--- src/gpu_pkg.sv ---
package gpu_pkg;

    // datapath widths
    localparam int DATA_WIDTH = 32;
    localparam int IMEM_ADDR_WIDTH = 8;
    localparam int DMEM_ADDR_WIDTH = 8;
    // 16 registers per thread
    localparam int REG_ADDR_WIDTH = 4;
    localparam int IMM_WIDTH = 16;

    typedef logic [DATA_WIDTH-1:0] data_t;
    typedef logic [IMEM_ADDR_WIDTH-1:0] imem_addr_t;
    typedef logic [DMEM_ADDR_WIDTH-1:0] dmem_addr_t;
    typedef logic [REG_ADDR_WIDTH-1:0] reg_addr_t;

    // top nibble of every instruction word
    typedef enum logic [3:0] {
        ADD = 4'h0,
        SUB = 4'h1,
        AND = 4'h2,
        OR = 4'h3,
        XOR = 4'h4,
        ADDI = 4'h5,
        LI = 4'h6,
        TID = 4'h7,
        STORE = 4'h8,
        HALT = 4'h9
    } opcode_t;

    // same 32 bits, decoded as register form or immediate form
    // for STORE, rd holds the data register
    typedef union packed {
        struct packed {
            opcode_t opcode;
            reg_addr_t rd;
            reg_addr_t rs1;
            reg_addr_t rs2;
            logic [15:0] unused;
        } r_form;
        struct packed {
            opcode_t opcode;
            reg_addr_t rd;
            reg_addr_t rs1;
            logic [3:0] unused;
            logic [IMM_WIDTH-1:0] imm;
        } i_form;
    } instruction_t;

    // per-warp lifecycle
    typedef enum logic [2:0] {
        IDLE,
        FETCH,
        DECODE,
        REQUEST,
        WAIT,
        EXECUTE,
        UPDATE,
        DONE
    } warp_state_t;

endpackage

--- src/imem_if.sv ---
`timescale 1ns/1ps

// one warp's instruction read channel
interface imem_if;
    logic valid;
    logic ready;
    gpu_pkg::imem_addr_t address;
    gpu_pkg::instruction_t data;

    // valid and address held until ready, data taken in that cycle
    modport fetcher (output valid, output address, input ready, input data);
    modport memory (input valid, input address, output ready, output data);
endinterface

--- src/fetcher.sv ---
`timescale 1ns/1ps

module fetcher (
    input logic clk,
    input logic reset,
    input logic fetch_req,
    input gpu_pkg::imem_addr_t pc,
    imem_if.fetcher mem,
    output logic fetch_done,
    output gpu_pkg::instruction_t instruction
);

    always_ff @(posedge clk) begin
        if (reset) begin
            mem.valid <= 1'b0;
            fetch_done <= 1'b0;
        end else if (!fetch_req) begin
            // warp left FETCH, arm for the next one
            mem.valid <= 1'b0;
            fetch_done <= 1'b0;
        end else if (mem.valid && mem.ready) begin
            mem.valid <= 1'b0;
            fetch_done <= 1'b1;
            instruction <= mem.data;
        end else if (!mem.valid && !fetch_done) begin
            // single request per FETCH phase
            mem.valid <= 1'b1;
            mem.address <= pc;
        end
    end

endmodule

--- src/flat_wrapper.sv ---
// flat-port wrapper written by rule: the top's interface ports become plain ports
module fetcher_flat 
  (clk, reset, fetch_req, pc, fetch_done, instruction, mem_valid, mem_address, mem_ready, mem_data);
  imem_if mem_i ();
  input logic clk;
  input logic reset;
  input logic fetch_req;
  input gpu_pkg::imem_addr_t pc;
  output logic fetch_done;
  output gpu_pkg::instruction_t instruction;
  output wire logic [$bits(mem_i.valid)-1:0] mem_valid;
  output wire logic [$bits(mem_i.address)-1:0] mem_address;
  input wire logic [$bits(mem_i.ready)-1:0] mem_ready;
  input wire logic [$bits(mem_i.data)-1:0] mem_data;
  assign mem_valid = mem_i.valid;
  assign mem_address = mem_i.address;
  assign mem_i.ready = mem_ready;
  assign mem_i.data = mem_data;
  fetcher u_core (.clk(clk), .reset(reset), .fetch_req(fetch_req), .pc(pc), .mem(mem_i), .fetch_done(fetch_done), .instruction(instruction));
endmodule
--- config.mk ---
export PLATFORM = sky130hd
export DESIGN_NAME = fetcher_flat
export DESIGN_NICKNAME = d
export VERILOG_FILES = /design/src/gpu_pkg.sv /design/src/imem_if.sv /design/src/fetcher.sv /design/src/flat_wrapper.sv
export SDC_FILE = /design/constraint.sdc
export NUM_CORES = 1
export LEC_CHECK = 0
export ABC_AREA = 1
export BUFFER_PORTS_ARGS = -buffer_cell sky130_fd_sc_hd__buf_4
export CORE_MARGIN = 2
export CORE_UTILIZATION = 43
export CTS_CLUSTER_SIZE = 24
export DETAILED_ROUTE_END_ITERATION = 10
export GPL_TIMING_DRIVEN = 0
export HOLD_SLACK_MARGIN = 0.1
export PLACE_DENSITY = 0.82
export SLEW_MARGIN = 20
export SYNTH_ARGS = -nofsm -noshare
export SYNTH_HDL_FRONTEND = slang
export SYNTH_SLANG_ARGS = --single-unit
--- constraint.sdc ---
create_clock -name clk -period 4.2 [get_ports clk]
set_input_delay 0.42 -clock clk [delete_from_list [all_inputs] [get_ports clk]]
set_output_delay 0.42 -clock clk [all_outputs]
set_load 0.01 [all_outputs]
==> results.md <==
* Clk_lat worst skew at 0.33 ns
* Critical Path Start Type: register
* Slew headroom at 72.1%
* Max_cap viols at 0
* Routed via count at 847
* Synth top area share at 93.1%
* Area of the mapped netlist at 0.00129 sq mm
* WL final at 2650 um
* Synth Net Count at 97
* TNS Setup at 0 ns
* Register bit total from synthesis at 42
* Asr flop ratio synth at 0%
* Slowest stage cell, crit path: dfxtp_1
* Final min period at 1.41 ns
* Final #Nets at 190
* Run status: finished with violations
* Top Ports at 86
* Primary FF master, synth: edfxtp_1
* H-tree lvl count at 2
* Worst clock skew at 0.00970 ns
* Syn_area_per_cell at 24.3 sq um
* Count leader, synth: edfxtp_1
* Die height at 58.8 um
* Setup CP Type: reg -> reg
* Fin. Hold Viols at 0
* Worst-path fanout max at 20
* Overall Power at 0.000765 W
* Final worst-path cycle share at 33.7%
* Site Rows at 19
* Area contributors post-synth: edfxtp_1 93%, dfxtp_1 3.1%, nor2_1 0.87%
* Ant diodes at 0
* CP peak stage delay at 0.40 ns
* Layout cells sized above 1 at 64.6%
* Largest net degree at the start of global routing at 21
* Post-CTS sizing at 0
* GRT Overall Usage at 16.1%
* Pleak at 0.865 nW
* # fillers at 191
* CORE AREA at 0.00281 sq mm
* Count of input and output buffers at 85
* Root buffer cell: clkbuf_4
* GRT Residual Overflow at 0
* Drt first pass iters at 7
* Die area at 0.00345 sq mm
* TritonCTS clock tree: done
* Reg clk slew, reported paths at 0.12 ns
* Postcts setup bufs at 0
* TritonCTS Buffers at 5
* Worst-margin pin slew at 0.418 ns
* DP HPWL at 2140 um
* Antenna violations before repair at 0
* P per Cell Area at 367 mW/mm^2
* Via density at 4.76
* Max Freq at 0.707 GHz
* Slew Viols, Final at 0
* Critical path cell sequence: nand2_1, nor2_4, buf_16
* Sink Count at 42
* CP Capture Type: register
* Synth area leader: edfxtp_1
* Final-report setup violation count at 0
* Netlist cell types at 9
* Failing checks: design-rule violations
* Per-cell routed wire length at 14.9 um
* Syn Inst Count at 53
* Hold Path Class: in -> reg
* Cts hold-fix bufs at 0
* DRT iter0 DRCs at 25
* GPL Wtd Cong at 0.634
* DRC Markers at 9
* CP arrival at 1.47 ns
* Synth warnings at 0
* Maximum VDD drop at 0.000227 V
* RSZ-0062 raised after global routing: no
* EDFF count, synth at 40
* Post-synthesis sequential area ratio at 96.2%
* Top cells by count, synth: 40 x edfxtp_1, 3 x nor2_1, 2 x dfxtp_1, 2 x inv_1, 2 x nand2_1
* Antenna viol nets, final at 0
* First-pass GRT wire length at 3910 um
* Die width at 58.8 um
* Initial Util at 46.0%
* Max Root-Sink Buffers at 2
* Required time of the critical path at 4.26 ns
* Vias in the first global route at 846
* Area grow syn2layout at 61.3%
## logic make-up (layout without fill, tap and decap cells)
| kind of cell | Yosys count | after routing | share of synthesized area, % |
|---|---|---|---|
| simple gates | 8 | 8 | 2.81 |
| buf+inv | 2 | 96 | 0.582 |
| flops | 42 | 42 | 96.2 |
| compound gates | 1 | 1 | 0.388 |
## cell type report
class,count,area (sq um),area share [%]
clock inverters,2,37.5,1.80
multi-input cells,9,48.8,2.35
well taps,31,38.8,1.86
clock buffers,6,41.3,1.98
flip-flops and latches,42,1240,59.7
repair buffers,86,666,32.0
inverters,2,7.51,0.361
## routing by layer
layer  routed length, um  up-vias  GRT usage [%]
li1                    -      386              -
met1                 756      397           16.9
met2                1440       58           28.3
met3                 421        6           6.81
met4                  37        0           6.49
met5                   0        -              0
## per-stage QoR
stage | setup WS [ns] | utilization, % | cells | hold slack [ns] | area (sq um)
2_1_floorplan | 1.86 | - | 53 | 0.503 | 1290
3_3_place_gp | 1.36 | 70.1 | 169 | 0.473 | 1970
6_report | 2.79 | 74.2 | 178 | 0.251 | 2080
5_1_grt | 2.70 | 74.2 | 178 | 0.222 | 2080
3_5_place_dp | 2.58 | 71.4 | 170 | 0.516 | 2000
4_1_cts | 2.76 | 74.2 | 178 | 0.233 | 2080
## worst max-delay path: cells and delay by family (launching register included)
kind / cells / cell delay, ns
and+or+nand+nor: 2 / 0.53
DFF: 1 / 0.40
buffers and inverters: 1 / 0.21
## final timing paths
path                            depth (start not counted)  slack (ns)               from                endpoint
worst min-delay path                                    1        0.25       mem_data[22]  u_core.instruction[22]
worst min register to register                          2        0.54  u_core.fetch_done       u_core.fetch_done
worst max register to register                          3        2.79   u_core.mem.valid  u_core.instruction[31]
worst max-delay path                                    3        2.79   u_core.mem.valid  u_core.instruction[31]
## power by group
group | total, W | internal (W) | switching (W)
Combinational | 0.0000519 | 0.0000346 | 0.0000173
Sequential | 0.000469 | 0.000466 | 0.00000254
Clock | 0.000244 | 0.000126 | 0.000118
Total | 0.000765 | 0.000627 | 0.000138
## cell usage in the layout (no fill, tap or decap), types with 2 or more instances in the layout
cell,instances
dfxtp_1,2
nor2_1,2
edfxtp_1,40
inv_1,2
clkbuf_4,5
buf_4,85
nand2_1,2
## flip-flops by register name (all words and copies together), names as in the netlist
| signal | cells |
|---|---|
| u_core.instruction | 32 |
| u_core.mem.address | 8 |
| u_core.fetch_done | 1 |
| u_core.mem.valid | 1 |
(Power assumes the default switching activity.)
