File: src/gpu_pkg.sv
package gpu_pkg;

    // datapath widths
    localparam int DATA_WIDTH = 32;
    localparam int IMEM_ADDR_WIDTH = 8;
    localparam int DMEM_ADDR_WIDTH = 8;
    // 16 registers per thread
    localparam int REG_ADDR_WIDTH = 4;
    localparam int IMM_WIDTH = 16;

    typedef logic [DATA_WIDTH-1:0] data_t;
    typedef logic [IMEM_ADDR_WIDTH-1:0] imem_addr_t;
    typedef logic [DMEM_ADDR_WIDTH-1:0] dmem_addr_t;
    typedef logic [REG_ADDR_WIDTH-1:0] reg_addr_t;

    // top nibble of every instruction word
    typedef enum logic [3:0] {
        ADD = 4'h0,
        SUB = 4'h1,
        AND = 4'h2,
        OR = 4'h3,
        XOR = 4'h4,
        ADDI = 4'h5,
        LI = 4'h6,
        TID = 4'h7,
        STORE = 4'h8,
        HALT = 4'h9
    } opcode_t;

    // same 32 bits, decoded as register form or immediate form
    // for STORE, rd holds the data register
    typedef union packed {
        struct packed {
            opcode_t opcode;
            reg_addr_t rd;
            reg_addr_t rs1;
            reg_addr_t rs2;
            logic [15:0] unused;
        } r_form;
        struct packed {
            opcode_t opcode;
            reg_addr_t rd;
            reg_addr_t rs1;
            logic [3:0] unused;
            logic [IMM_WIDTH-1:0] imm;
        } i_form;
    } instruction_t;

    // per-warp lifecycle
    typedef enum logic [2:0] {
        IDLE,
        FETCH,
        DECODE,
        REQUEST,
        WAIT,
        EXECUTE,
        UPDATE,
        DONE
    } warp_state_t;

endpackage

File: src/exec_if.sv
`timescale 1ns/1ps

// decoded fields of the warp in flight
interface exec_if;
    gpu_pkg::opcode_t op;
    gpu_pkg::reg_addr_t rd;
    gpu_pkg::reg_addr_t rs1;
    gpu_pkg::reg_addr_t rs2;
    // already sign extended
    gpu_pkg::data_t imm;
    logic reg_write;
    logic mem_write;
    logic halt;

    modport decoder (
        output op, output rd, output rs1, output rs2, output imm,
        output reg_write, output mem_write, output halt
    );
    modport reader (
        input op, input rd, input rs1, input rs2, input imm,
        input reg_write, input mem_write
    );
    // scheduler only needs to know whether to stop the warp
    modport scheduler (input halt);
endinterface

File: src/lane_datapath.sv
`timescale 1ns/1ps

module lane_datapath #(
    parameter int WARPS_PER_CORE = 2,
    parameter int THREADS_PER_WARP = 4,
    localparam int WARP_INDEX_WIDTH = (WARPS_PER_CORE > 1) ? $clog2(WARPS_PER_CORE) : 1
) (
    input logic clk,
    input logic reset,
    input logic [WARP_INDEX_WIDTH-1:0] current_warp,
    input logic issue_strobe,
    exec_if.reader exec,
    input gpu_pkg::data_t rs1_data [THREADS_PER_WARP],
    input gpu_pkg::data_t rs2_data [THREADS_PER_WARP],
    input gpu_pkg::data_t rd_data [THREADS_PER_WARP],
    output gpu_pkg::data_t lane_result [THREADS_PER_WARP],
    output logic lanes_busy,
    output logic dmem_write_valid [THREADS_PER_WARP],
    output gpu_pkg::dmem_addr_t dmem_write_address [THREADS_PER_WARP],
    output gpu_pkg::data_t dmem_write_data [THREADS_PER_WARP],
    input logic dmem_write_ready [THREADS_PER_WARP]
);

    // store still waiting for ready, per lane
    logic [THREADS_PER_WARP-1:0] pending;

    assign lanes_busy = |pending;

    for (genvar l = 0; l < THREADS_PER_WARP; l++) begin : g_lane
        gpu_pkg::data_t store_address;
        gpu_pkg::data_t thread_id;

        // global thread index
        assign thread_id = gpu_pkg::data_t'(current_warp) * gpu_pkg::data_t'(THREADS_PER_WARP)
                           + gpu_pkg::data_t'(l);
        assign store_address = rs1_data[l] + exec.imm;
        assign dmem_write_valid[l] = pending[l];

        always_comb begin
            case (exec.op)
                gpu_pkg::ADD: lane_result[l] = rs1_data[l] + rs2_data[l];
                gpu_pkg::SUB: lane_result[l] = rs1_data[l] - rs2_data[l];
                gpu_pkg::AND: lane_result[l] = rs1_data[l] & rs2_data[l];
                gpu_pkg::OR: lane_result[l] = rs1_data[l] | rs2_data[l];
                gpu_pkg::XOR: lane_result[l] = rs1_data[l] ^ rs2_data[l];
                gpu_pkg::ADDI: lane_result[l] = rs1_data[l] + exec.imm;
                gpu_pkg::LI: lane_result[l] = exec.imm;
                gpu_pkg::TID: lane_result[l] = thread_id;
                // STORE and HALT write nothing back
                default: lane_result[l] = '0;
            endcase
        end

        always_ff @(posedge clk) begin
            if (reset) begin
                pending[l] <= 1'b0;
            end else if (issue_strobe && exec.mem_write) begin
                pending[l] <= 1'b1;
                // low bits of rs1 + imm address the data memory
                dmem_write_address[l] <= store_address[gpu_pkg::DMEM_ADDR_WIDTH-1:0];
                dmem_write_data[l] <= rd_data[l];
            end else if (pending[l] && dmem_write_ready[l]) begin
                pending[l] <= 1'b0;
            end
        end
    end

endmodule

File: src/flat_wrapper.sv
// flat-port wrapper written by rule: the top's interface ports become plain ports
module lane_datapath_flat 
#(
    parameter int WARPS_PER_CORE = 2,
    parameter int THREADS_PER_WARP = 4,
    localparam int WARP_INDEX_WIDTH = (WARPS_PER_CORE > 1) ? $clog2(WARPS_PER_CORE) : 1
)
  (clk, reset, current_warp, issue_strobe, rs1_data, rs2_data, rd_data, lane_result, lanes_busy, dmem_write_valid, dmem_write_address, dmem_write_data, dmem_write_ready, exec_op, exec_rd, exec_rs1, exec_rs2, exec_imm, exec_reg_write, exec_mem_write);
  exec_if exec_i ();
  input logic clk;
  input logic reset;
  input logic [WARP_INDEX_WIDTH-1:0] current_warp;
  input logic issue_strobe;
  input gpu_pkg::data_t rs1_data[THREADS_PER_WARP];
  input gpu_pkg::data_t rs2_data[THREADS_PER_WARP];
  input gpu_pkg::data_t rd_data[THREADS_PER_WARP];
  output gpu_pkg::data_t lane_result[THREADS_PER_WARP];
  output logic lanes_busy;
  output logic dmem_write_valid[THREADS_PER_WARP];
  output gpu_pkg::dmem_addr_t dmem_write_address[THREADS_PER_WARP];
  output gpu_pkg::data_t dmem_write_data[THREADS_PER_WARP];
  input logic dmem_write_ready[THREADS_PER_WARP];
  input wire logic [$bits(exec_i.op)-1:0] exec_op;
  input wire logic [$bits(exec_i.rd)-1:0] exec_rd;
  input wire logic [$bits(exec_i.rs1)-1:0] exec_rs1;
  input wire logic [$bits(exec_i.rs2)-1:0] exec_rs2;
  input wire logic [$bits(exec_i.imm)-1:0] exec_imm;
  input wire logic [$bits(exec_i.reg_write)-1:0] exec_reg_write;
  input wire logic [$bits(exec_i.mem_write)-1:0] exec_mem_write;
  assign exec_i.op = exec_op;
  assign exec_i.rd = exec_rd;
  assign exec_i.rs1 = exec_rs1;
  assign exec_i.rs2 = exec_rs2;
  assign exec_i.imm = exec_imm;
  assign exec_i.reg_write = exec_reg_write;
  assign exec_i.mem_write = exec_mem_write;
  lane_datapath #(.WARPS_PER_CORE(WARPS_PER_CORE), .THREADS_PER_WARP(THREADS_PER_WARP)) u_core (.clk(clk), .reset(reset), .current_warp(current_warp), .issue_strobe(issue_strobe), .exec(exec_i), .rs1_data(rs1_data), .rs2_data(rs2_data), .rd_data(rd_data), .lane_result(lane_result), .lanes_busy(lanes_busy), .dmem_write_valid(dmem_write_valid), .dmem_write_address(dmem_write_address), .dmem_write_data(dmem_write_data), .dmem_write_ready(dmem_write_ready));
endmodule
File: config.mk
export PLATFORM = sky130hd
export DESIGN_NAME = lane_datapath_flat
export DESIGN_NICKNAME = d
export VERILOG_FILES = /design/src/gpu_pkg.sv /design/src/exec_if.sv /design/src/lane_datapath.sv /design/src/flat_wrapper.sv
export SDC_FILE = /design/constraint.sdc
export NUM_CORES = 1
export LEC_CHECK = 0
export BUFFER_PORTS_ARGS = -buffer_cell sky130_fd_sc_hd__buf_2
export CORE_MARGIN = 2
export CORE_UTILIZATION = 33
export DETAILED_ROUTE_END_ITERATION = 10
export GPL_ROUTABILITY_DRIVEN = 0
export PLACE_DENSITY_LB_ADDON = 0.15
export SYNTH_ARGS = -nofsm -noshare
export SYNTH_HDL_FRONTEND = slang
export SYNTH_SLANG_ARGS = --single-unit
File: constraint.sdc
create_clock -name clk -period 6.3 [get_ports clk]
set_clock_uncertainty 0.15 [all_clocks]
set_input_delay 0.945 -clock clk [delete_from_list [all_inputs] [get_ports clk]]
set_output_delay 0.945 -clock clk [all_outputs]
set_load 0.01 [all_outputs]
==> results list <==
- R2R Setup Slk: between 5 and 6 ns
* Antenna violations before repair: 75
* CTS clk-pin slew, worst paths: 0.07 ns
- Counting every sink on the clock net gives 164.
* Distinct cell type count of the synthesized netlist: 85
- Slew Viols, Final: 0
- Tcrit/Tclk final: 0.979
- Of the cells placed in the final design, the portion with a size suffix greater than 1 is 0.247.
- Clock latency on the worst-skew pair: about 0.45 ns
- Mean instance size in the synthesized netlist: around 8.1 um2
- Synth Net Count: roughly 4.4k
- Final count of negative-setup-slack endpoints: 0
- Routed wire length: around 130 mm
- For this run, asynchronously set or reset flops after synthesis account for 0.
* Total iterations of the first detailed-routing run: 8
* Flip-flop and latch count after synthesis: around 160
- The share of total power dissipated in combinational logic is 0.536.
- Dividing the detail-routed via count by the number of cells gives roughly 5.5.
* Die width: a little under 300 um
- The initial utilization of the core area, before any placement, comes to 0.334.
* Footprint of the multi-input gates: roughly 22000 um2
* Top FF cell, synth: edfxtp_1
- Status: completed
- The count of buffers added on input and output ports is roughly 700.
- For this run, design rule violations remaining after detail routing come to 0.
* Total Die Area: between 80000 and 90000 um2
* Internal power: 3.01 mW
- Post-layout nets: about 5.2k
- In the global route stage, overall resource usage came out at 0.281.
- In this run the number of H-tree levels came out at 4.
* Site Rows: 105
- Post-cts hold buffer count: 0
* Worst vdd ir: 0.000188 V
- Static timing analysis puts the maximum clock frequency at roughly 160 MHz.
- Of the total power, the share spent switching nets is 0.422.
* Pin count of the biggest net entering global routing: between 100 and 150
* Routed len/inst: roughly 24 um
- The worst hold path belongs to the class reg2reg.
- In this run the count of I/O pins placed on the die edge is ~740.
- Number of flops mapped to enable cells by yosys: 160
* Footprint of the flip-flops and latches: between 4000 and 5000 um2
- Pwr per Cell Area: roughly 150 nW/um2
* Longest Clk Path Bufs: 2
* Yosys warnings: 0
- Clock share of power: 0.218
- The worst pin sits at a relative slew slack of 0.314.
- The synthesized netlist occupies a cell area of approximately 28000 um2.
- Final hold vios: 0
* Grt total ovfl: 0
- Counting the fill cells in the layout gives between 8k and 9k.
- Vertical die dimension: just under 300 um
- STA classifies the critical path startpoint as an input pin.
- Part of the total power dissipated in sequential elements: 0.247
* Standard cell core area: between 80000 and 90000 um2
- For this run, the share of the core covered by cells in the final layout is 0.422.
* First-pass GRT wire length: between 150 and 200 mm
* Sum of internal, switching and leakage power: 5.21 mW
- Post-DRT Antenna Nets: 0
- Count of routing violations after the opening detailed-route iteration: roughly 2k
- Worst Path Max Fanout: 5
- The worst setup path is of the in2out kind.
- Post-layout minimum cycle time: slightly above 6 ns
* Clock tree from TritonCTS: yes
* Psw: around 2.2 mW
- Count of max-cap constraint violations: 0
* Worst EP arrival: approximately 5 ns
- Number of instances in the synthesized netlist: around 3.4k
- At the worst endpoint, the required time is between 5 and 6 ns.
* Root Buffer: clkbuf_16
- Relative to the synthesized area, the layout overhead comes to 26.3%.
* Category of the worst setup path capture point: output port
- Worst Tran Pin Value: 1.03 ns
- Via Count: ~30k
* Clock buffers created by TritonCTS: 17
* Detailed placer's ending HPWL: ~100 mm
* Sequential cell area fraction in the yosys report: 0.177
* Via count of the first global-routing pass: around 28k
- For this design the static power due to leakage is roughly 17 nW.
## cells by family after synthesis
family / after synthesis / synth area share
adders and majority gates: 516 / 0.237
xor gates and xnor gates: 312 / 0.0999
DFF: 164 / 0.177
muxes: 21 / 0.00781
AOI/OAI and AO/OA: 1165 / 0.280
buffers and inverters: 420 / 0.0576
and+or+nand+nor: 812 / 0.141
## routing by layer
layer	part of all wire	wire length [um]	vias up	track usage
met5	0.0027	336	-	0
met4	0.036	4610	52	0.118
met3	0.061	7730	243	0.0448
met2	0.48	61200	1045	0.480
met1	0.42	52800	13900	0.350
li1	-	-	14300	-
## critical path, stage by stage
cell and delay [ns]:
buf_2 0.11, or4_4 0.59, or4_4 0.57, o41ai_4 0.25, xnor2_1 0.16, ha_1 0.26
buf_4 0.16, nand3_1 0.08, a21boi_1 0.11, a2111oi_4 0.35, o21ai_1 0.10, a21oi_1 0.17
nand2_2 0.13, a221oi_2 0.27, buf_4 0.15, nor2b_2 0.15, nor4b_1 0.06, a211o_1 0.32
buf_2 0.14
## placed cells by master (no fill, tap or decap), types with 18 or more instances in the layout
cell type | netlist | final
o21a_1 | 38 | 38
nor2b_1 | 24 | 23
and3_1 | 32 | 29
a221o_1 | 18 | 18
nand2b_1 | 52 | 52
a21o_1 | 125 | 125
o31ai_1 | 25 | 22
a31oi_1 | 43 | 43
nand2_1 | 287 | 280
a21oi_1 | 296 | 288
o21ai_1 | 15 | 28
nand4_1 | 28 | 28
buf_4 | 0 | 184
diode_2 | 0 | 42
ha_1 | 508 | 506
inv_1 | 310 | 309
nor3_1 | 53 | 44
o2111ai_1 | 35 | 35
a221oi_1 | 44 | 42
o21bai_1 | 23 | 23
o21ai_0 | 224 | 209
nand3_1 | 61 | 55
o211ai_1 | 56 | 56
o221ai_1 | 32 | 32
xor2_1 | 89 | 89
a22oi_1 | 47 | 47
xnor2_1 | 222 | 222
buf_2 | 0 | 720
a211oi_1 | 28 | 26
edfxtp_1 | 160 | 160
nor2_1 | 174 | 169
## cells in the mapped netlist (11+ instances only)
cell | count | share of area
ha_1 | 508 | 0.23
inv_1 | 310 | 0.042
a21oi_1 | 296 | 0.054
nand2_1 | 287 | 0.039
o21ai_0 | 224 | 0.041
xnor2_1 | 222 | 0.071
nor2_1 | 174 | 0.024
edfxtp_1 | 160 | 0.17
a21o_1 | 125 | 0.034
xor2_1 | 89 | 0.028
clkbuf_1 | 85 | 0.012
nand3_1 | 61 | 0.011
o211ai_1 | 56 | 0.015
nor3_1 | 53 | 0.0096
nand2b_1 | 52 | 0.012
a22oi_1 | 47 | 0.013
a221oi_1 | 44 | 0.014
a31oi_1 | 43 | 0.0098
o21a_1 | 38 | 0.010
o2111ai_1 | 35 | 0.011
and3_1 | 32 | 0.0073
o221ai_1 | 32 | 0.010
a211oi_1 | 28 | 0.0076
nand4_1 | 28 | 0.0064
o31ai_1 | 25 | 0.0068
buf_1 | 24 | 0.0033
nor2b_1 | 24 | 0.0055
o21bai_1 | 23 | 0.0063
nor4_1 | 19 | 0.0043
a221o_1 | 18 | 0.0065
mux2i_1 | 17 | 0.0062
a211o_1 | 16 | 0.0051
or3_1 | 16 | 0.0036
o21ai_1 | 15 | 0.0027
nor3b_1 | 13 | 0.0035
a41oi_1 | 12 | 0.0038
o41ai_1 | 11 | 0.0035
## sequential cells by signal, indices dropped and copies added, names as in the netlist
register and count:
u_core.dmem_write_address 32, u_core.dmem_write_data 128, u_core.dmem_write_valid 4
## timing repair
| action | 4_1_cts | 5_1_grt |
|---|---|---|
| setup buffers | 0 | 9 |
| pin swaps | 1 | 36 |
| endpoints found under the setup margin | 14 | 42 |
| gates resized for setup | 15 | 84 |
## path summary, 6_finish.rpt
check / from / to / depth (start not counted)
worst min-delay path: u_core.dmem_write_valid[2] / u_core.dmem_write_valid[2] / 2
worst min register to register: u_core.dmem_write_valid[2] / u_core.dmem_write_valid[2] / 2
worst max-delay path: rs2_data[4] / lane_result[28] / 19
worst max register to register: u_core.dmem_write_valid[0] / u_core.dmem_write_valid[0] / 2
## power groups by stage
stage	registers (mW)	clock network (mW)	logic (mW)
CTS	1.28	1.16	2.73
finish	1.28	1.13	2.79
floorplan	1.34	0	1.64
global route	1.29	1.19	3.07
global placement	1.31	0	2.70
detailed placement	1.31	0	2.71
## through the flow
| step | setup slack [ns] | hold slack, ns | cells | TNS (ns) | cell area (um2) |
|---|---|---|---|---|---|
| after global placement | -0.194 | 0.294 | 5274 | -0.642 | 33600 |
| after floorplan | 0.463 | 0.323 | 3410 | 0 | 27500 |
| after global routing | -0.0430 | 0.344 | 5342 | -0.0463 | 34700 |
| after CTS | 0.00581 | 0.306 | 5306 | 0 | 34300 |
| after detailed placement | -0.149 | 0.296 | 5274 | -0.409 | 33600 |
| final | 0.135 | 0.304 | 5357 | 0 | 34800 |
## final cells by class
| type | count | share of cell area |
|---|---|---|
| multi-input cells | 2826 | 0.618 |
| repair buffers | 913 | 0.148 |
| flip-flops and latches | 164 | 0.140 |
| well taps | 1070 | 0.0385 |
| inverters | 310 | 0.0336 |
| clock buffers | 17 | 0.0122 |
| clock inverters | 15 | 0.00597 |
| diodes | 42 | 0.00302 |
No activity file was read; power rests on OpenSTA's default activity.
