==> src/gpu_pkg.sv <==
package gpu_pkg;

    // datapath widths
    localparam int DATA_WIDTH = 32;
    localparam int IMEM_ADDR_WIDTH = 8;
    localparam int DMEM_ADDR_WIDTH = 8;
    // 16 registers per thread
    localparam int REG_ADDR_WIDTH = 4;
    localparam int IMM_WIDTH = 16;

    typedef logic [DATA_WIDTH-1:0] data_t;
    typedef logic [IMEM_ADDR_WIDTH-1:0] imem_addr_t;
    typedef logic [DMEM_ADDR_WIDTH-1:0] dmem_addr_t;
    typedef logic [REG_ADDR_WIDTH-1:0] reg_addr_t;

    // top nibble of every instruction word
    typedef enum logic [3:0] {
        ADD = 4'h0,
        SUB = 4'h1,
        AND = 4'h2,
        OR = 4'h3,
        XOR = 4'h4,
        ADDI = 4'h5,
        LI = 4'h6,
        TID = 4'h7,
        STORE = 4'h8,
        HALT = 4'h9
    } opcode_t;

    // same 32 bits, decoded as register form or immediate form
    // for STORE, rd holds the data register
    typedef union packed {
        struct packed {
            opcode_t opcode;
            reg_addr_t rd;
            reg_addr_t rs1;
            reg_addr_t rs2;
            logic [15:0] unused;
        } r_form;
        struct packed {
            opcode_t opcode;
            reg_addr_t rd;
            reg_addr_t rs1;
            logic [3:0] unused;
            logic [IMM_WIDTH-1:0] imm;
        } i_form;
    } instruction_t;

    // per-warp lifecycle
    typedef enum logic [2:0] {
        IDLE,
        FETCH,
        DECODE,
        REQUEST,
        WAIT,
        EXECUTE,
        UPDATE,
        DONE
    } warp_state_t;

endpackage

==> src/exec_if.sv <==
`timescale 1ns/1ps

// decoded fields of the warp in flight
interface exec_if;
    gpu_pkg::opcode_t op;
    gpu_pkg::reg_addr_t rd;
    gpu_pkg::reg_addr_t rs1;
    gpu_pkg::reg_addr_t rs2;
    // already sign extended
    gpu_pkg::data_t imm;
    logic reg_write;
    logic mem_write;
    logic halt;

    modport decoder (
        output op, output rd, output rs1, output rs2, output imm,
        output reg_write, output mem_write, output halt
    );
    modport reader (
        input op, input rd, input rs1, input rs2, input imm,
        input reg_write, input mem_write
    );
    // scheduler only needs to know whether to stop the warp
    modport scheduler (input halt);
endinterface

==> src/decoder.sv <==
`timescale 1ns/1ps

module decoder #(
    parameter int WARPS_PER_CORE = 2,
    localparam int WARP_INDEX_WIDTH = (WARPS_PER_CORE > 1) ? $clog2(WARPS_PER_CORE) : 1
) (
    input logic clk,
    input logic reset,
    input logic decode_strobe,
    input logic [WARP_INDEX_WIDTH-1:0] current_warp,
    input gpu_pkg::instruction_t instructions [WARPS_PER_CORE],
    exec_if.decoder exec
);

    gpu_pkg::instruction_t word;

    assign word = instructions[current_warp];

    always_ff @(posedge clk) begin
        if (reset) begin
            exec.reg_write <= 1'b0;
            exec.mem_write <= 1'b0;
            exec.halt <= 1'b0;
        end else if (decode_strobe) begin
            exec.op <= word.r_form.opcode;
            exec.rd <= word.r_form.rd;
            exec.rs1 <= word.r_form.rs1;
            // rs2 only meaningful in register form
            exec.rs2 <= word.r_form.rs2;
            exec.imm <= gpu_pkg::data_t'(signed'(word.i_form.imm));
            // everything but STORE and HALT writes back
            exec.reg_write <= !(word.r_form.opcode inside {gpu_pkg::STORE, gpu_pkg::HALT});
            exec.mem_write <= (word.r_form.opcode == gpu_pkg::STORE);
            exec.halt <= (word.r_form.opcode == gpu_pkg::HALT);
        end
    end

endmodule

==> src/flat_wrapper.sv <==
// flat-port wrapper written by rule: the top's interface ports become plain ports
module decoder_flat 
#(
    parameter int WARPS_PER_CORE = 2,
    localparam int WARP_INDEX_WIDTH = (WARPS_PER_CORE > 1) ? $clog2(WARPS_PER_CORE) : 1
)
  (clk, reset, decode_strobe, current_warp, instructions, exec_op, exec_rd, exec_rs1, exec_rs2, exec_imm, exec_reg_write, exec_mem_write, exec_halt);
  exec_if exec_i ();
  input logic clk;
  input logic reset;
  input logic decode_strobe;
  input logic [WARP_INDEX_WIDTH-1:0] current_warp;
  input gpu_pkg::instruction_t instructions[WARPS_PER_CORE];
  output wire logic [$bits(exec_i.op)-1:0] exec_op;
  output wire logic [$bits(exec_i.rd)-1:0] exec_rd;
  output wire logic [$bits(exec_i.rs1)-1:0] exec_rs1;
  output wire logic [$bits(exec_i.rs2)-1:0] exec_rs2;
  output wire logic [$bits(exec_i.imm)-1:0] exec_imm;
  output wire logic [$bits(exec_i.reg_write)-1:0] exec_reg_write;
  output wire logic [$bits(exec_i.mem_write)-1:0] exec_mem_write;
  output wire logic [$bits(exec_i.halt)-1:0] exec_halt;
  assign exec_op = exec_i.op;
  assign exec_rd = exec_i.rd;
  assign exec_rs1 = exec_i.rs1;
  assign exec_rs2 = exec_i.rs2;
  assign exec_imm = exec_i.imm;
  assign exec_reg_write = exec_i.reg_write;
  assign exec_mem_write = exec_i.mem_write;
  assign exec_halt = exec_i.halt;
  decoder #(.WARPS_PER_CORE(WARPS_PER_CORE)) u_core (.clk(clk), .reset(reset), .decode_strobe(decode_strobe), .current_warp(current_warp), .instructions(instructions), .exec(exec_i));
endmodule
==> config.mk <==
export PLATFORM = sky130hd
export DESIGN_NAME = decoder_flat
export DESIGN_NICKNAME = d
export VERILOG_FILES = /design/src/gpu_pkg.sv /design/src/exec_if.sv /design/src/decoder.sv /design/src/flat_wrapper.sv
export SDC_FILE = /design/constraint.sdc
export NUM_CORES = 1
export LEC_CHECK = 0
export ABC_AREA = 1
export BUFFER_PORTS_ARGS = -buffer_cell sky130_fd_sc_hd__buf_2
export CAP_MARGIN = 10
export CELL_PAD_IN_SITES_DETAIL_PLACEMENT = 0
export CELL_PAD_IN_SITES_GLOBAL_PLACEMENT = 1
export CORE_MARGIN = 2
export CORE_UTILIZATION = 27
export DETAILED_ROUTE_END_ITERATION = 12
export PLACE_DENSITY_LB_ADDON = 0.1
export SLEW_MARGIN = 0
export SYNTH_ARGS = -nofsm -noshare
export SYNTH_HDL_FRONTEND = slang
export SYNTH_SLANG_ARGS = --single-unit
==> constraint.sdc <==
create_clock -name clk -period 3.1 [get_ports clk]
set_clock_uncertainty 0.2 [all_clocks]
set_input_delay 0.31 -clock clk [delete_from_list [all_inputs] [get_ports clk]]
set_output_delay 0.31 -clock clk [all_outputs]
set_load 0.005 [all_outputs]
==> results of run 1 <==
[worst max-delay path, stage by stage]
cell and delay [ps]:
buf_2 80, buf_4 300, inv_2 310, nand2_1 130
nand2_1 80, nor2_2 150, nand3_1 100, a21oi_1 130
[cell families after synthesis]
kind of cell,count (synthesis)
AO/OA/AOI/OAI,5
flip-flops,35
AND/OR/NAND/NOR,101
buffers and inverters,29
[flip-flops by register name, indices dropped and copies added, names as in the netlist]
name                   flops
u_core.exec.halt           1
u_core.exec.rd             4
u_core.exec.imm           16
u_core.exec.rs1            4
u_core.exec.op             4
u_core.exec.rs2            4
u_core.exec.reg_write      1
u_core.exec.mem_write      1
[layer usage]
layer | part of all wire [%] | GRT usage (%) | vias up
li1 | - | - | 729
met1 | 36 | 11.9 | 615
met2 | 53 | 19.8 | 67
met3 | 10 | 5.00 | 2
met4 | 0.55 | 4.58 | 0
met5 | 0 | 0 | -
[worst paths after layout]
path         cells after the start                    end  slack, ps                   from
max                              8       u_core.exec.halt       1510           current_warp
min                              2  u_core.exec.mem_write         50                  reset
max reg2reg                      2  u_core.exec.reg_write       2300  u_core.exec.reg_write
min reg2reg                      2       u_core.exec.halt        270       u_core.exec.halt
[stage by stage]
stage	total power, mW	setup WS (ps)	instances	hold slack, ps
finish	1.03	1510	350	48.9
global route	1.09	1330	350	48.6
detailed placement	0.736	1160	342	265
CTS	1.05	1480	350	32.4
floorplan	0.656	747	170	179
global placement	0.737	1210	342	275
[Yosys cell counts]
cell       n  area share, %
dfxtp_1    3            3.7
a21oi_1    3           0.93
edfxtp_1  32             60
nand3_1    2           0.62
nor2_1     1           0.23
inv_1      6            1.4
buf_2      6            1.9
nor2_2     2           0.78
inv_2      1           0.23
o21ai_0    1           0.31
buf_4     16            7.5
nand2_1   96             22
o21bai_1   1           0.47
[layout make-up]
cell class	instances	area (um^2)
clock inverter	2	7.51
fill	606	3610
inverter	7	26.3
sequential	35	1020
multi-input combinational	106	422
timing repair buffer	119	598
tap	75	93.8
clock buffer	6	72.6
[where the power goes]
group / internal [mW] / switching, mW
logic: 0.0769 / 0.0791
registers: 0.555 / 0.00947
clock network: 0.153 / 0.158
total: 0.785 / 0.246
[cells in the final DEF, fill, tap and decap left out]
cell | netlist | final
buf_4 | 16 | 1
o21bai_1 | 1 | 1
nor2_4 | 0 | 1
inv_1 | 6 | 6
o21ai_0 | 1 | 1
clkbuf_1 | 0 | 1
buf_2 | 6 | 118
clkbuf_8 | 0 | 5
nor2_2 | 2 | 2
dfxtp_1 | 3 | 3
nand2_1 | 96 | 96
nand3_1 | 2 | 2
inv_2 | 1 | 1
a21oi_1 | 3 | 3
clkinv_1 | 0 | 2
edfxtp_1 | 32 | 32
==> run summary, run 1 <==
Worst setup EP type: register
Die width: 81.3 um
Avg Vias per Cell: 4.04
CTS root buf: clkbuf_8
Area after DPL: 2160 um^2
Chip Height: 81.3 um
CP arrival: 1610 ps
Max Freq: 0.627 GHz
DR DRC count: 0
Design area: 2240 um^2
Critical path class: input pin to register
Post-CTS Setup Bufs: 0
Die ar.: 6600 um^2
Multiplexer share of the synthesized area: 0%
Syn nets: 238
Global-route wire length before repair: 5490 um
Initial Util: 27.5%
Setup Viol. Count Final: 0
Post-synth cell types: 13
Longest Clk Path Bufs: 2
Minimum clock period: 1590 ps
CP startpoint kind: input pin
Synthesized-area fraction occupied by and/or/nand/nor cells: 24.0%
Ant. Diodes: 0
Status: complete, no violations
Clock transition at path regs: 70 ps
PortBufs: 118
RSZ-0062 raised after global routing: no
Finished Core Util: 38.3%
Worst Hold Class: input pin to register
Num CTS Buffers: 5
Critical Path RT: 3120 ps
Worst Max-Slew Pin Slew: 916 ps
Synthesized area: 1610 um^2
Vias in the first global route: 1,203
I/O pin count: 119
Adder-cell share of the synthesized area: 0%
H-tree Lvls: 2
Crit-path max FO: 34
Gr usage total: 11.3%
1st-iter DRT viols: 40
Post-CTS sizing: 0
Clk sinks: 35
P_leak: 1.16 nW
Routed Antenna Nets: 0
Power density cells: 460 nW/um^2
Synth Area in Compound Gates: 1.71%
Area growth syn-to-layout: 39.1%
Site Rows: 28
RePlAce Congestion: 0.672
Final worst-path cycle share: 51.4%
Max Cap Viol: 0
Register bit total from synthesis: 35
Setup tns final: 0 ps
Synthesis warning total: 0
Core area: 5850 um^2
Final Hold Viols: 0
Final HPWL DP: 2840 um
CTS tree: done
Post-synthesis xor/xnor area fraction: 0%
Cells after Synth: 170
Total Wirelength: 3800 um
Clk_lat worst skew: 280 ps
Final Max Tran Viols: 0
Largest net degree at the start of global routing: 35
Hold buffer count at cts: 0
Combinational family with the most area after synthesis: simple AND/OR/NAND/NOR gates
Maximum vdd drop: 0.163 mV
Final net count: 342
Vias: 1,413
TritonRoute pass-1 iters: 4
Fraction of layout instances using a drive strength above 1: 46.5%
Initial antenna violation count: 0
Total congestion overflow: 0
Slew headroom: 38.8%
DR WL/cell: 10.9 um
Avg Cell Area, Syn: 9.48 um^2
Register area share after synthesis: 63.4%
No activity file was read; power rests on OpenSTA's default activity.
==> inputs of run 2 (changes only) <==
- CORE_UTILIZATION: 27 -> 25
- clock period: 3.1 -> 1.42 ns (I/O delays scaled with it)
==> run 2 against run 1 <==
Combinational power increased to 3.3 times the previous value. Non-clock buffer count is 68 higher. Die area is 7.6% higher. First-iteration DRC count is 33% higher. Clock-buffer cell count increased by 2. Wire length up 24%. Global-route usage is 1.6 points higher. Power rose by 130%. Critical endpoint is now exec_imm[26]. Largest power group unchanged. Highest routed layer unchanged.
==> run summary, run 2 (synthesis results as in run 1) <==
Critical Path RT: 1080 ps
Num CTS Buffers: 5
Global-route wire length before repair: 7160 um
Reg with most FFs: u_core.exec.imm
Setup Viol. Count Final: 0
Die ar.: 7100 um^2
Flop pwr share: 50.8%
Core area: 6280 um^2
Fraction of layout instances using a drive strength above 1: 39.1%
Setup tns final: 0 ps
RePlAce Congestion: 0.749
TritonRoute pass-1 iters: 4
Ant. Diodes: 0
DR DRC count: 0
Final Max Tran Viols: 0
Routed Antenna Nets: 0
Final net count: 410
Area growth syn-to-layout: 82.8%
Slew headroom: 79.0%
Combinational share of power: 21.2%
Max Freq: 0.751 GHz
Chip Height: 84.3 um
Post-CTS sizing: 0
Total power: 2.42 mW
Clock transition at path regs: 60 ps
Site Rows: 29
Psw: 0.555 mW
Crit-path max FO: 10
Clock share of power: 28.0%
Worst Max-Slew Pin Slew: 315 ps
P_leak: 1.46 nW
Largest net degree at the start of global routing: 18
Inst Count DP: 348
Max Cap Viol: 0
Worst setup EP type: output port
Most frequent cells in the layout: 118 x buf_2, 96 x nand2_1, 62 x dlygate4sd3_1
CP arrival: 990 ps
Critical path class: register to output port
Power density cells: 821 nW/um^2
Final Hold Viols: 0
Vias in the first global route: 1,643
Minimum clock period: 1330 ps
Leading cell type in the layout, fill and taps excluded: buf_2
Total congestion overflow: 0
Fill cells: 616
Hold WS: 20.2 ps
Clk sinks: 35
H-tree Lvls: 2
Final worst-path cycle share: 93.8%
CP startpoint kind: register
Sw frac: 23.0%
Final std cells w/o fill: 420
Final HPWL DP: 3140 um
Gr usage total: 12.9%
Max reg flops: 16
RSZ-0062 raised after global routing: no
Initial antenna violation count: 0
1st-iter DRT viols: 53
Clk_lat worst skew: 280 ps
Die width: 84.3 um
I/O pin count: 119
Longest Clk Path Bufs: 2
PortBufs: 118
Initial Util: 25.7%
DR WL/cell: 11.2 um
Vias: 1,689
Worst Hold Class: input pin to register
CTS root buf: clkbuf_8
Status: complete, no violations
Avg Vias per Cell: 4.02
Total Wirelength: 4700 um
Maximum vdd drop: 0.353 mV
CTS tree: done
Internal Power: 1.86 mW
run 2: changes by cell type in the layout (fill, tap and decap cells not counted), sizes merged:
cell         before  now
buf             119  125
clkbuf            6    8
clkinv            2    0
dlygate4sd3       0   62
run 2: cell type report:
type                    count  area, um^2  share of cell area [%]
repair buffers            187        1300                    44.2
multi-input cells         106         422                    14.3
inverters                   7        26.3                   0.892
clock buffers               8        80.1                    2.72
well taps                  77        96.3                    3.27
flip-flops and latches     35        1020                    34.6
run 2: routing by layer:
metal / up-vias / part of all wire [%] / global-route usage [%]
li1: 865 / - / -
met1: 736 / 39 / 13.0
met2: 76 / 51 / 23.5
met3: 12 / 8.2 / 4.82
met4: 0 / 2.6 / 5.72
met5: - / 0 / 0
run 2: worst paths after layout:
| path | cells after the start | to | slack (ps) | start |
|---|---|---|---|---|
| worst max register to register | 2 | u_core.exec.mem_write | 620 | u_core.exec.mem_write |
| worst min register to register | 2 | u_core.exec.halt | 270 | u_core.exec.halt |
| worst min-delay path | 2 | u_core.exec.op[0] | 20 | reset |
| worst max-delay path | 2 | exec_imm[26] | 90 | u_core.exec.imm[15] |
run 2: stage by stage:
step | utilization, % | instance area [um^2] | setup slack [ps]
finish | 46.9 | 2950 | 87.7
global route | 46.9 | 2950 | 40.6
CTS | 46.7 | 2930 | 41.5
detailed placement | 35.5 | 2230 | 115
global placement | 35.5 | 2230 | 166
floorplan | - | 1620 | 109
run 2: critical path: stages (launching register included):
cell	delay (ps)
edfxtp_1	410
buf_4	180
buf_2	120
run 2: repair_timing:
item | 4_1_cts | 5_1_grt
endpoints found under the hold margin | 33 | 0
buffers inserted | 0 | 2
hold buffers | 62 | 0
setup endpoints to repair | 0 | 17
run 2: power groups by stage:
stage	sequential, mW	combinational (mW)	clock [mW]
after global placement	1.25	0.375	0
after detailed placement	1.26	0.372	0
final	1.23	0.512	0.677
after floorplan	1.27	0.163	0
after global routing	1.24	0.566	0.759
after CTS	1.24	0.504	0.708
==> inputs of run 3 (changes only) <==
- CORE_UTILIZATION: 25 -> 27
- MAX_ROUTING_LAYER: unset -> met4
- clock period: 1.42 -> 1.3 ns (I/O delays scaled with it)
==> run 3 against run 2 <==
Die area decreased by 7.1%. Utilization rose by 3.9 points. First-iteration DRC count is 26% higher. Clock-buffer cell count down 3.
==> run summary, run 3 (synthesis results as in run 1) <==
Final Hold Viols: 0
Largest net degree at the start of global routing: 19
Final Max Tran Viols: 0
R2R Setup Slk: 500 ps
Leading cell type in the layout, fill and taps excluded: buf_2
1st-iter DRT viols: 67
Maximum vdd drop: 0.525 mV
Crit-path max FO: 9
Worst Hold Class: input pin to register
Final HPWL DP: 3070 um
Vias in the first global route: 1,617
Max Cap Viol: 0
Fraction of layout instances using a drive strength above 1: 40.3%
Status: complete, no violations
Highest routed layer: met4
Avg Vias per Cell: 4.07
DR WL/cell: 11.5 um
Reg with most FFs: u_core.exec.imm
DR DRC count: 0
Dpl ws: 142 ps
Setup tns final: 0 ps
Slowest stage delay, CP: 380 ps
Clk sinks: 35
RR Endpoint: u_core.exec.reg_write
Num CTS Buffers: 5
RSZ-0062 raised after global routing: yes
Core area: 5850 um^2
Global-route wire length before repair: 7020 um
Clock transition at path regs: 60 ps
Clk_lat worst skew: 280 ps
CP Cell Sequence: buf_4, buf_2
RePlAce Congestion: 0.732
Critical path class: register to output port
Site Rows: 28
WP buf/inv: 2
CP max stage cell: edfxtp_1
H-tree Lvls: 2
Post-route setup slack: 28.5 ps
Critical Path RT: 970 ps
Routed Antenna Nets: 0
Worst setup EP type: output port
Minimum clock period: 1270 ps
Final worst-path cycle share: 97.8%
Longest Clk Path Bufs: 2
Die width: 81.3 um
Initial Util: 27.5%
CP arrival: 940 ps
Total Wirelength: 4820 um
Inst Count DP: 347
TritonRoute pass-1 iters: 4
Area growth syn-to-layout: 84.6%
Final std cells w/o fill: 420
Max reg flops: 16
Design area: 2980 um^2
PortBufs: 118
CTS tree: done
Initial antenna violation count: 0
Wire length on met1: 1910 um
Crit path depth: 2
Wire length on met2: 2560 um
Gr usage total: 14.7%
Hold WS: 44.0 ps
Met3 wire len: 312 um
Worst Hold End: u_core.exec.op[0]
Slew headroom: 87.6%
Chip Height: 81.3 um
Most frequent cells in the layout: 118 x buf_2, 94 x nand2_1, 64 x dlygate4sd3_1
Ant. Diodes: 0
Die ar.: 6600 um^2
Power density cells: 885 nW/um^2
Setup Viol. Count Final: 0
Worst R2R Start: u_core.exec.reg_write
P_leak: 1.47 nW
Vias: 1,711
Top delay family on crit path: flip-flops
Area after DPL: 2220 um^2
Final net count: 413
Max Freq: 0.786 GHz
Worst Max-Slew Pin Slew: 186 ps
Hold Startpoint: instructions[28]
I/O pin count: 119
CP startpoint kind: register
Worst hold stages: 5
Reg2reg path depth: 2
Total congestion overflow: 0
CTS root buf: clkbuf_8
run 3: cell count changes in the layout (fill, tap and decap cells not counted), sizes merged:
cell / before / now
clkinv: 0 / 2
buf: 125 / 126
dlygate4sd3: 62 / 64
clkbuf: 8 / 5
run 3: repair_timing:
| action | 4_1_cts | 5_1_grt |
|---|---|---|
| buffers inserted | 2 | 0 |
| hold buffers | 64 | 0 |
| endpoints found under the setup margin | 17 | 20 |
| endpoints found under the hold margin | 34 | 0 |
| gates resized for setup | 1 | 7 |
| pin swaps | 0 | 1 |
run 3: worst max-delay path by stage:
stage                              end                start
floorplan           u_core.exec.imm[0]        decode_strobe
global placement    u_core.exec.rs2[0]        decode_strobe
detailed placement    u_core.exec.halt         current_warp
CTS                       exec_imm[25]  u_core.exec.imm[15]
global route              exec_imm[26]  u_core.exec.imm[15]
finish                    exec_imm[25]  u_core.exec.imm[15]
run 3: where the power goes:
part           switching, mW  total [mW]  internal, mW
logic                  0.236       0.572         0.336
clock network          0.362       0.718         0.356
registers             0.0190        1.34          1.32
run 3: metrics by stage:
stage	total power, mW	util [%]
CTS	2.66	50.5
floorplan	1.56	-
global placement	1.78	38.0
detailed placement	1.78	38.0
global route	2.79	50.9
finish	2.63	50.9
run 3: area by class of cell:
cell class / instances / area, um^2
fill: 554 / 2880
multi-input combinational: 106 / 440
tap: 75 / 93.8
inverter: 7 / 26.3
sequential: 35 / 1020
clock inverter: 2 / 8.76
timing repair buffer: 190 / 1320
clock buffer: 5 / 68.8
run 3: worst min-delay path, cell delays in order:
cell     delay, ps
buf_2           80
inv_1           30
nand2_1         40
o21ai_1         70
inv_1           70
run 3: per-layer routing:
metal / global-route usage (%) / vias up
met1: 14.8 / 766
met2: 27.6 / 71
li1: - / 870
met4: 4.07 / 0
met5: - / -
met3: 4.11 / 4
